File: config.mk
export PLATFORM = sky130hd
export DESIGN_NAME = cla_wb_top
export DESIGN_NICKNAME = d
export VERILOG_FILES = /design/src/cla_pkg.sv /design/src/cla_block4.sv /design/src/cla_adder.sv /design/src/wb_cmd_decode.sv /design/src/add_unit.sv /design/src/result_store.sv /design/src/cla_wb_top.sv
export SDC_FILE = /design/constraint.sdc
export NUM_CORES = 1
export LEC_CHECK = 0
export ABC_CLOCK_PERIOD_IN_PS = 4000
export BUFFER_PORTS_ARGS = -buffer_cell sky130_fd_sc_hd__buf_2
export CAP_MARGIN = 40
export CORE_AREA = 2 2 119 121
export CTS_CLUSTER_DIAMETER = 200
export CTS_CLUSTER_SIZE = 10
export DETAILED_ROUTE_END_ITERATION = 8
export DIE_AREA = 0 0 121 123
export GPL_ROUTABILITY_DRIVEN = 0
export GPL_TIMING_DRIVEN = 0
export PLACE_DENSITY = 0.82
export SLEW_MARGIN = 15
export SYNTH_ARGS = -nofsm -noshare
export SYNTH_HDL_FRONTEND = slang
export SYNTH_SLANG_ARGS = --single-unit
File: constraint.sdc
create_clock -name clk -period 4 [get_ports clk]
set_input_delay 0.8 -clock clk [delete_from_list [all_inputs] [get_ports clk]]
set_output_delay 0.8 -clock clk [all_outputs]
set_load 0.1 [all_outputs]
File: src/cla_pkg.sv
`default_nettype none

package cla_pkg;

    // Wishbone data path
    localparam int BUS_WIDTH = 32;
    typedef logic [BUS_WIDTH-1:0] bus_word_t;

    // Word index taken from byte address bits 4..2
    localparam int ADR_LSB = 2;
    typedef logic [2:0] reg_addr_t;

    localparam reg_addr_t REG_A      = 3'd0;
    localparam reg_addr_t REG_B      = 3'd1;
    localparam reg_addr_t REG_CTRL   = 3'd2;
    localparam reg_addr_t REG_RESULT = 3'd3;
    localparam reg_addr_t REG_STATUS = 3'd4;

    // Control word
    typedef logic [2:0] ctrl_t;
    localparam int CTRL_CIN = 0;
    localparam int CTRL_SUB = 1;
    localparam int CTRL_ACC = 2;

    // Status word
    typedef logic [2:0] status_t;
    localparam int STAT_CARRY  = 0;
    localparam int STAT_OVF    = 1;
    localparam int STAT_STICKY = 2;

    // Width of one lookahead block
    localparam int GROUP_BITS = 4;

endpackage

`default_nettype wire

File: src/cla_block4.sv
`timescale 1ns/10ps
`default_nettype none

module cla_block4 (
    input  wire  [3:0] a,
    input  wire  [3:0] b,
    input  wire        cin,
    output logic [3:0] s,
    output logic       gg,
    output logic       pg
);

    logic [3:0] g;
    logic [3:0] p;
    logic [3:0] c;

    // Bit generate and propagate
    assign g = a & b;
    assign p = a ^ b;

    // Internal carries, all from cin directly
    assign c[0] = cin;
    assign c[1] = g[0] | (p[0] & cin);
    assign c[2] = g[1] | (p[1] & g[0]) | (p[1] & p[0] & cin);
    assign c[3] = g[2] | (p[2] & g[1]) | (p[2] & p[1] & g[0])
                | (p[2] & p[1] & p[0] & cin);

    assign s = p ^ c;

    // Group terms for the outer lookahead level
    assign pg = &p;
    assign gg = g[3] | (p[3] & g[2]) | (p[3] & p[2] & g[1])
              | (p[3] & p[2] & p[1] & g[0]);

endmodule

`default_nettype wire

File: src/cla_adder.sv
`timescale 1ns/10ps
`default_nettype none

module cla_adder #(
    parameter int OP_WIDTH = 32
) (
    input  wire  [OP_WIDTH-1:0] a,
    input  wire  [OP_WIDTH-1:0] b,
    input  wire                 cin,
    output logic [OP_WIDTH-1:0] s,
    output logic                cout,
    output logic                overflow
);

    import cla_pkg::*;

    localparam int NGROUPS = OP_WIDTH / GROUP_BITS;

    logic [NGROUPS-1:0] gg;
    logic [NGROUPS-1:0] pg;
    logic [NGROUPS:0]   gc;

    // Carry into group k as a flat sum of products over groups 0..k-1
    function automatic logic group_carry(
        input logic [NGROUPS-1:0] g,
        input logic [NGROUPS-1:0] p,
        input logic               c0,
        input int                 k
    );
        logic carry;
        logic chain;
        carry = 1'b0;
        for (int j = 0; j < k; j++) begin
            chain = g[j];
            for (int m = j + 1; m < k; m++) begin
                chain = chain & p[m];
            end
            carry = carry | chain;
        end
        // Input carry passed through every lower group
        chain = c0;
        for (int m = 0; m < k; m++) begin
            chain = chain & p[m];
        end
        return carry | chain;
    endfunction

    assign gc[0] = cin;

    for (genvar k = 0; k < NGROUPS; k++) begin : g_group
        cla_block4 cla_block4_i (
            .a   (a[k*GROUP_BITS +: GROUP_BITS]),
            .b   (b[k*GROUP_BITS +: GROUP_BITS]),
            .cin (gc[k]),
            .s   (s[k*GROUP_BITS +: GROUP_BITS]),
            .gg  (gg[k]),
            .pg  (pg[k])
        );

        assign gc[k+1] = group_carry(gg, pg, cin, k + 1);
    end

    assign cout = gc[NGROUPS];

    // Same operand signs but a different result sign
    assign overflow = (a[OP_WIDTH-1] == b[OP_WIDTH-1])
                   && (s[OP_WIDTH-1] != a[OP_WIDTH-1]);

endmodule

`default_nettype wire

File: src/wb_cmd_decode.sv
`timescale 1ns/10ps
`default_nettype none

module wb_cmd_decode #(
    parameter int OP_WIDTH = 32
) (
    input  wire                       clk,
    input  wire                       rst_n,
    input  wire                       wb_cyc,
    input  wire                       wb_stb,
    input  wire                       wb_we,
    input  wire cla_pkg::bus_word_t   wb_adr,
    input  wire cla_pkg::bus_word_t   wb_dat_w,
    output logic                      wb_ack,
    output logic [OP_WIDTH-1:0]       op_a,
    output logic [OP_WIDTH-1:0]       op_b,
    output cla_pkg::ctrl_t            ctrl,
    output logic                      start,
    output logic                      sticky_clr,
    output cla_pkg::reg_addr_t        rd_idx
);

    import cla_pkg::*;

    logic      req;
    logic      wr;
    reg_addr_t idx;
    logic      ctrl_wr_q;

    // New request only while no ack is out
    assign req = wb_cyc && wb_stb && !wb_ack;
    assign wr  = req && wb_we;
    assign idx = wb_adr[ADR_LSB +: $bits(reg_addr_t)];

    always_ff @(posedge clk) begin
        if (!rst_n) begin
            wb_ack     <= 1'b0;
            rd_idx     <= '0;
            op_a       <= '0;
            op_b       <= '0;
            ctrl       <= '0;
            ctrl_wr_q  <= 1'b0;
            start      <= 1'b0;
            sticky_clr <= 1'b0;
        end else begin
            wb_ack     <= req;
            ctrl_wr_q  <= wr && (idx == REG_CTRL);
            // Start follows the control write ack by one cycle
            start      <= ctrl_wr_q;
            sticky_clr <= wr && (idx == REG_STATUS) && wb_dat_w[STAT_STICKY];

            if (req) begin
                rd_idx <= idx;
            end

            if (wr) begin
                case (idx)
                    REG_A:    op_a <= wb_dat_w[OP_WIDTH-1:0];
                    REG_B:    op_b <= wb_dat_w[OP_WIDTH-1:0];
                    REG_CTRL: ctrl <= wb_dat_w[$bits(ctrl_t)-1:0];
                    // Result is read-only, status only clears sticky
                    default:  ;
                endcase
            end
        end
    end

endmodule

`default_nettype wire

File: src/add_unit.sv
`timescale 1ns/10ps
`default_nettype none

module add_unit #(
    parameter int OP_WIDTH = 32
) (
    input  wire                  clk,
    input  wire                  rst_n,
    input  wire [OP_WIDTH-1:0]   op_a,
    input  wire [OP_WIDTH-1:0]   op_b,
    input  wire cla_pkg::ctrl_t  ctrl,
    input  wire                  start,
    input  wire [OP_WIDTH-1:0]   prev_result,
    output logic [OP_WIDTH-1:0]  sum,
    output logic                 carry,
    output logic                 overflow,
    output logic                 done
);

    import cla_pkg::*;

    logic [OP_WIDTH-1:0] a_in;
    logic [OP_WIDTH-1:0] b_in;
    logic                cin_eff;
    logic [OP_WIDTH-1:0] add_s;
    logic                add_cout;
    logic                add_ovf;

    // Accumulate chains on the stored result
    assign a_in = ctrl[CTRL_ACC] ? prev_result : op_a;

    // Subtract as A + ~B + 1, carry-in set turns it into A - B - 1
    assign b_in    = ctrl[CTRL_SUB] ? ~op_b : op_b;
    assign cin_eff = ctrl[CTRL_CIN] ^ ctrl[CTRL_SUB];

    cla_adder #(
        .OP_WIDTH (OP_WIDTH)
    ) cla_adder_i (
        .a        (a_in),
        .b        (b_in),
        .cin      (cin_eff),
        .s        (add_s),
        .cout     (add_cout),
        .overflow (add_ovf)
    );

    always_ff @(posedge clk) begin
        if (!rst_n) begin
            sum      <= '0;
            carry    <= 1'b0;
            overflow <= 1'b0;
            done     <= 1'b0;
        end else begin
            done <= start;
            if (start) begin
                sum      <= add_s;
                carry    <= add_cout;
                overflow <= add_ovf;
            end
        end
    end

endmodule

`default_nettype wire

File: src/result_store.sv
`timescale 1ns/10ps
`default_nettype none

module result_store #(
    parameter int OP_WIDTH = 32
) (
    input  wire                      clk,
    input  wire                      rst_n,
    input  wire [OP_WIDTH-1:0]       sum,
    input  wire                      carry,
    input  wire                      overflow,
    input  wire                      done,
    input  wire                      sticky_clr,
    input  wire cla_pkg::reg_addr_t  rd_idx,
    input  wire [OP_WIDTH-1:0]       op_a,
    input  wire [OP_WIDTH-1:0]       op_b,
    input  wire cla_pkg::ctrl_t      ctrl,
    output logic [OP_WIDTH-1:0]      prev_result,
    output cla_pkg::bus_word_t       wb_dat_r
);

    import cla_pkg::*;

    logic [OP_WIDTH-1:0] result_q;
    logic                carry_q;
    logic                ovf_q;
    logic                sticky_q;
    status_t             status;

    always_ff @(posedge clk) begin
        if (!rst_n) begin
            result_q <= '0;
            carry_q  <= 1'b0;
            ovf_q    <= 1'b0;
            sticky_q <= 1'b0;
        end else begin
            if (done) begin
                result_q <= sum;
                carry_q  <= carry;
                ovf_q    <= overflow;
            end
            // A new overflow beats a clear in the same cycle
            if (done && overflow) begin
                sticky_q <= 1'b1;
            end else if (sticky_clr) begin
                sticky_q <= 1'b0;
            end
        end
    end

    assign prev_result = result_q;

    always_comb begin
        status              = '0;
        status[STAT_CARRY]  = carry_q;
        status[STAT_OVF]    = ovf_q;
        status[STAT_STICKY] = sticky_q;
    end

    // Narrow registers read back zero-extended
    always_comb begin
        case (rd_idx)
            REG_A:      wb_dat_r = BUS_WIDTH'(op_a);
            REG_B:      wb_dat_r = BUS_WIDTH'(op_b);
            REG_CTRL:   wb_dat_r = BUS_WIDTH'(ctrl);
            REG_RESULT: wb_dat_r = BUS_WIDTH'(result_q);
            REG_STATUS: wb_dat_r = BUS_WIDTH'(status);
            default:    wb_dat_r = '0;
        endcase
    end

endmodule

`default_nettype wire

File: src/cla_wb_top.sv
`timescale 1ns/10ps
`default_nettype none

module cla_wb_top #(
    parameter int OP_WIDTH = 32
) (
    input  wire                      clk,
    input  wire                      rst_n,
    input  wire                      wb_cyc,
    input  wire                      wb_stb,
    input  wire                      wb_we,
    input  wire cla_pkg::bus_word_t  wb_adr,
    input  wire cla_pkg::bus_word_t  wb_dat_w,
    output cla_pkg::bus_word_t       wb_dat_r,
    output logic                     wb_ack
);

    import cla_pkg::*;

    logic [OP_WIDTH-1:0] op_a;
    logic [OP_WIDTH-1:0] op_b;
    ctrl_t               ctrl;
    logic                start;
    logic                sticky_clr;
    reg_addr_t           rd_idx;
    logic [OP_WIDTH-1:0] sum;
    logic                carry;
    logic                overflow;
    logic                done;
    logic [OP_WIDTH-1:0] prev_result;

    wb_cmd_decode #(
        .OP_WIDTH (OP_WIDTH)
    ) wb_cmd_decode_i (
        .clk        (clk),
        .rst_n      (rst_n),
        .wb_cyc     (wb_cyc),
        .wb_stb     (wb_stb),
        .wb_we      (wb_we),
        .wb_adr     (wb_adr),
        .wb_dat_w   (wb_dat_w),
        .wb_ack     (wb_ack),
        .op_a       (op_a),
        .op_b       (op_b),
        .ctrl       (ctrl),
        .start      (start),
        .sticky_clr (sticky_clr),
        .rd_idx     (rd_idx)
    );

    add_unit #(
        .OP_WIDTH (OP_WIDTH)
    ) add_unit_i (
        .clk         (clk),
        .rst_n       (rst_n),
        .op_a        (op_a),
        .op_b        (op_b),
        .ctrl        (ctrl),
        .start       (start),
        .prev_result (prev_result),
        .sum         (sum),
        .carry       (carry),
        .overflow    (overflow),
        .done        (done)
    );

    result_store #(
        .OP_WIDTH (OP_WIDTH)
    ) result_store_i (
        .clk         (clk),
        .rst_n       (rst_n),
        .sum         (sum),
        .carry       (carry),
        .overflow    (overflow),
        .done        (done),
        .sticky_clr  (sticky_clr),
        .rd_idx      (rd_idx),
        .op_a        (op_a),
        .op_b        (op_b),
        .ctrl        (ctrl),
        .prev_result (prev_result),
        .wb_dat_r    (wb_dat_r)
    );

endmodule

`default_nettype wire

==> metrics <==
status=complete, no violations; # hold bufs at CTS=0; Slew @ Worst Pin=0.859 ns; min cycle time layout=3.86 ns; Hold Path Sink=wb_cmd_decode_i.start; Async S/R FF share, synth=0%; CP required=4.29 ns; RR Startpoint=wb_cmd_decode_i.ctrl[2]; first-pass GRT wire length=36000 um; Synth Flop Type=dfxtp_1; post-place setup slack=-0.270 ns; Die W=121 um; met3 WL=1580 um; Multi-input gate area=4710 um2; port bufs=71; Simple-Gate Fraction of Synth Area=16.4%; CTS Root Cell=clkbuf_16; cell depth of the worst flop-to-flop path=15; Mapped Area=7940 um2; post-route cell area=9180 um2; register bit total from synthesis=144; Peak VDD IR=0.231 mV; DRC Markers=0; DR vias/cell=5.87; Slew headroom=42.6%; Die ar.=14900 um2; Num CTS Buffers=17; Post-Synth Adder-Cell Area=7.06%; Max Cap Viol=0; Mapped Cells=930; syn nets=1039; register area=2880 um2; Fin. Hold Viols=0; RSZ-0062 raised after global routing=true; Initial Utilization=58.3%; Hold Startpoint=wb_cmd_decode_i.ctrl_wr_q; CTS Sinks=144; Hold Path Class=flip-flop to flip-flop; Yosys warning count=0; GR Util All Layers=31.3%; Placed Area=8540 um2; Syn Area/Cell=8.54 um2; EDFF count, synth=0; Vias=7121; worst reg2reg endpoint=add_unit_i.sum[25]; pins over their slew limit=0; Met1 Routed Length=9200 um; final WL=22500 um; sequential fraction of the synthesis area=36.3%; share of layout cells above drive strength 1=17.4%; CP endpoint kind=flip-flop; Arr. time, crit path=4.15 ns; Initial DRC Count=473; DR pass1 iterations=5; FP Rows=43; core area=13600 um2; DP HPWL=15500 um; Worst Hold Depth=1; CP Launch Type=flip-flop; initial antenna violation count=0; xor and xnor fraction of the mapped netlist area=4.84%; vias in the first global route=7027; Chip Height=123 um; most frequent cells after synthesis=149 x nand2_1, 144 x dfxtp_1, 103 x nor2_1, 89 x a21oi_1, 57 x mux2i_1; FMAX=259 MHz; DRT antenna net count=0; boundary pin count=102; met2 WL=11100 um; layout net count=1130; power per cell area=365 nW/um2; Area contributors post-synth=dfxtp_1 36%, mux2_2 7.7%, mux2i_1 7.2%, nand2_1 7.0%, a21oi_1 5.6%; Area Overhead vs Synth=15.7%; mux contribution to synthesized area=15.1%; total grt overflow=0; CTS tree=built; Setup Skew=0.00724 ns; Final Setup Violations=0; filler instances=1119; Max Root-Sink Buffers=2; clock-pin slew on the worst setup and hold paths=0.06 ns; H-tree depth=4; highest metal used=met4; most frequently used cell type in the post-synthesis netlist=nand2_1; post-synth cell types=59; largest family of logic cells by synthesized area=simple AND/OR/NAND/NOR gates; Setup CP Type=flip-flop to flip-flop; crit path max fanout=10; leak pwr=3.85 nW; Clk Latency, worst-skew pair=0.43 ns; setup ws final=0.138 ns; Compound-Gate Fraction of Synth Area=15.9%; Yosys top cell by area=dfxtp_1; Reg2Reg Setup Slack=0.14 ns; wire length per cell=18.6 um; area share of the largest cell type after synthesis=36.3%; part of the cycle the worst path needs=96.5%; largest net degree at the start of global routing=17; diode count=0
-- layout by cell type (no fill, tap or decap), drive strengths merged, types with 32 or more instances in the layout --
| master | instances |
|---|---|
| nand2 | 149 |
| clkbuf | 73 |
| ha | 32 |
| buf | 83 |
| dfxtp | 144 |
| mux2 | 54 |
| xor2 | 37 |
| nor2 | 103 |
| mux2i | 57 |
| a21oi | 91 |
-- kinds of logic (layout without fill, tap and decap cells) --
| group | Yosys count | after routing |
|---|---|---|
| AND/OR/NAND/NOR | 307 | 307 |
| AO/OA/AOI/OAI | 194 | 194 |
| flip-flops | 144 | 144 |
| multiplexers | 112 | 112 |
| buffers and inverters | 90 | 193 |
| XOR/XNOR | 43 | 43 |
| adder cells (fa/ha/maj) | 40 | 40 |
-- sequential cells by signal, summed over array words and instances, names as in the netlist --
register / cells
add_unit_i.carry: 1
add_unit_i.done: 1
add_unit_i.overflow: 1
add_unit_i.sum: 32
result_store_i.carry_q: 1
result_store_i.ovf_q: 1
result_store_i.prev_result: 32
result_store_i.sticky_q: 1
wb_cmd_decode_i.ctrl: 3
wb_cmd_decode_i.ctrl_wr_q: 1
wb_cmd_decode_i.op_a: 32
wb_cmd_decode_i.op_b: 32
wb_cmd_decode_i.rd_idx: 3
wb_cmd_decode_i.start: 1
wb_cmd_decode_i.sticky_clr: 1
wb_cmd_decode_i.wb_ack: 1
-- per-stage QoR --
| step | instances | power [mW] | utilization [%] | TNS, ns | hold slack, ns |
|---|---|---|---|---|---|
| final | 1213 | 3.35 | 67.5 | 0 | 0.452 |
| after global routing | 1213 | 3.42 | 67.5 | -0.0163 | 0.476 |
| after CTS | 1213 | 3.34 | 67.4 | 0 | 0.455 |
| after detailed placement | 1183 | 1.65 | 62.8 | -0.869 | 0.440 |
| after global placement | 1181 | 1.65 | 62.6 | -0.470 | 0.431 |
| after floorplan | 930 | 1.58 | - | 0 | 0.412 |
-- per-layer routing --
metal	global-route usage, %	vias to the layer above
met5	0	-
met4	15.1	0
met3	6.00	54
met2	52.7	306
met1	38.5	3362
li1	-	3399
-- report_power, final --
| part | switching (mW) | total, mW | internal, mW |
|---|---|---|---|
| clock | 0.617 | 1.72 | 1.10 |
| combinational | 0.132 | 0.182 | 0.0500 |
| sequential | 0.00499 | 1.45 | 1.44 |
| total | 0.754 | 3.35 | 2.59 |
-- timing repair --
action                                  4_1_cts  5_1_grt
endpoints found under the setup margin       11        5
setup buffers                                 0        0
gates resized for setup                       3        6
-- final cells by class --
type | count | area share [%]
clock buffer | 21 | 5.23
inverter | 27 | 1.10
tap | 180 | 2.45
buffer | 62 | 2.68
multi-input combinational | 696 | 51.3
sequential | 144 | 31.4
clock inverter | 10 | 1.72
timing repair buffer | 73 | 4.11
-- worst max-delay path: stages, from the launching register on --
cell      delay [ns]
dfxtp_2         0.46
buf_2           0.34
mux2_2          0.39
ha_1            0.35
a211o_1         0.15
o211ai_1        0.21
a211oi_4        0.43
o21bai_4        0.15
and2_1          0.22
o21ai_0         0.18
inv_1           0.08
fa_1            0.37
xor2_1          0.13
nor2_1          0.05
a21oi_1         0.15
nor2_1          0.05
-- worst max-delay path by stage --
| stage | startpoint | to | slack, ns | cells after the start |
|---|---|---|---|---|
| finish | wb_cmd_decode_i.ctrl[2] | add_unit_i.sum[25] | 0.14 | 15 |
| global route | wb_cmd_decode_i.ctrl[2] | add_unit_i.sum[25] | -0.02 | 15 |
| CTS | wb_cmd_decode_i.ctrl[1] | add_unit_i.sum[25] | 0.02 | 16 |
| detailed placement | wb_cmd_decode_i.ctrl[2] | add_unit_i.sum[25] | -0.27 | 16 |
| global placement | wb_cmd_decode_i.ctrl[2] | add_unit_i.sum[25] | -0.20 | 16 |
| floorplan | wb_cmd_decode_i.rd_idx[1] | wb_dat_r[2] | 0.19 | 4 |
(Power assumes the default switching activity.)
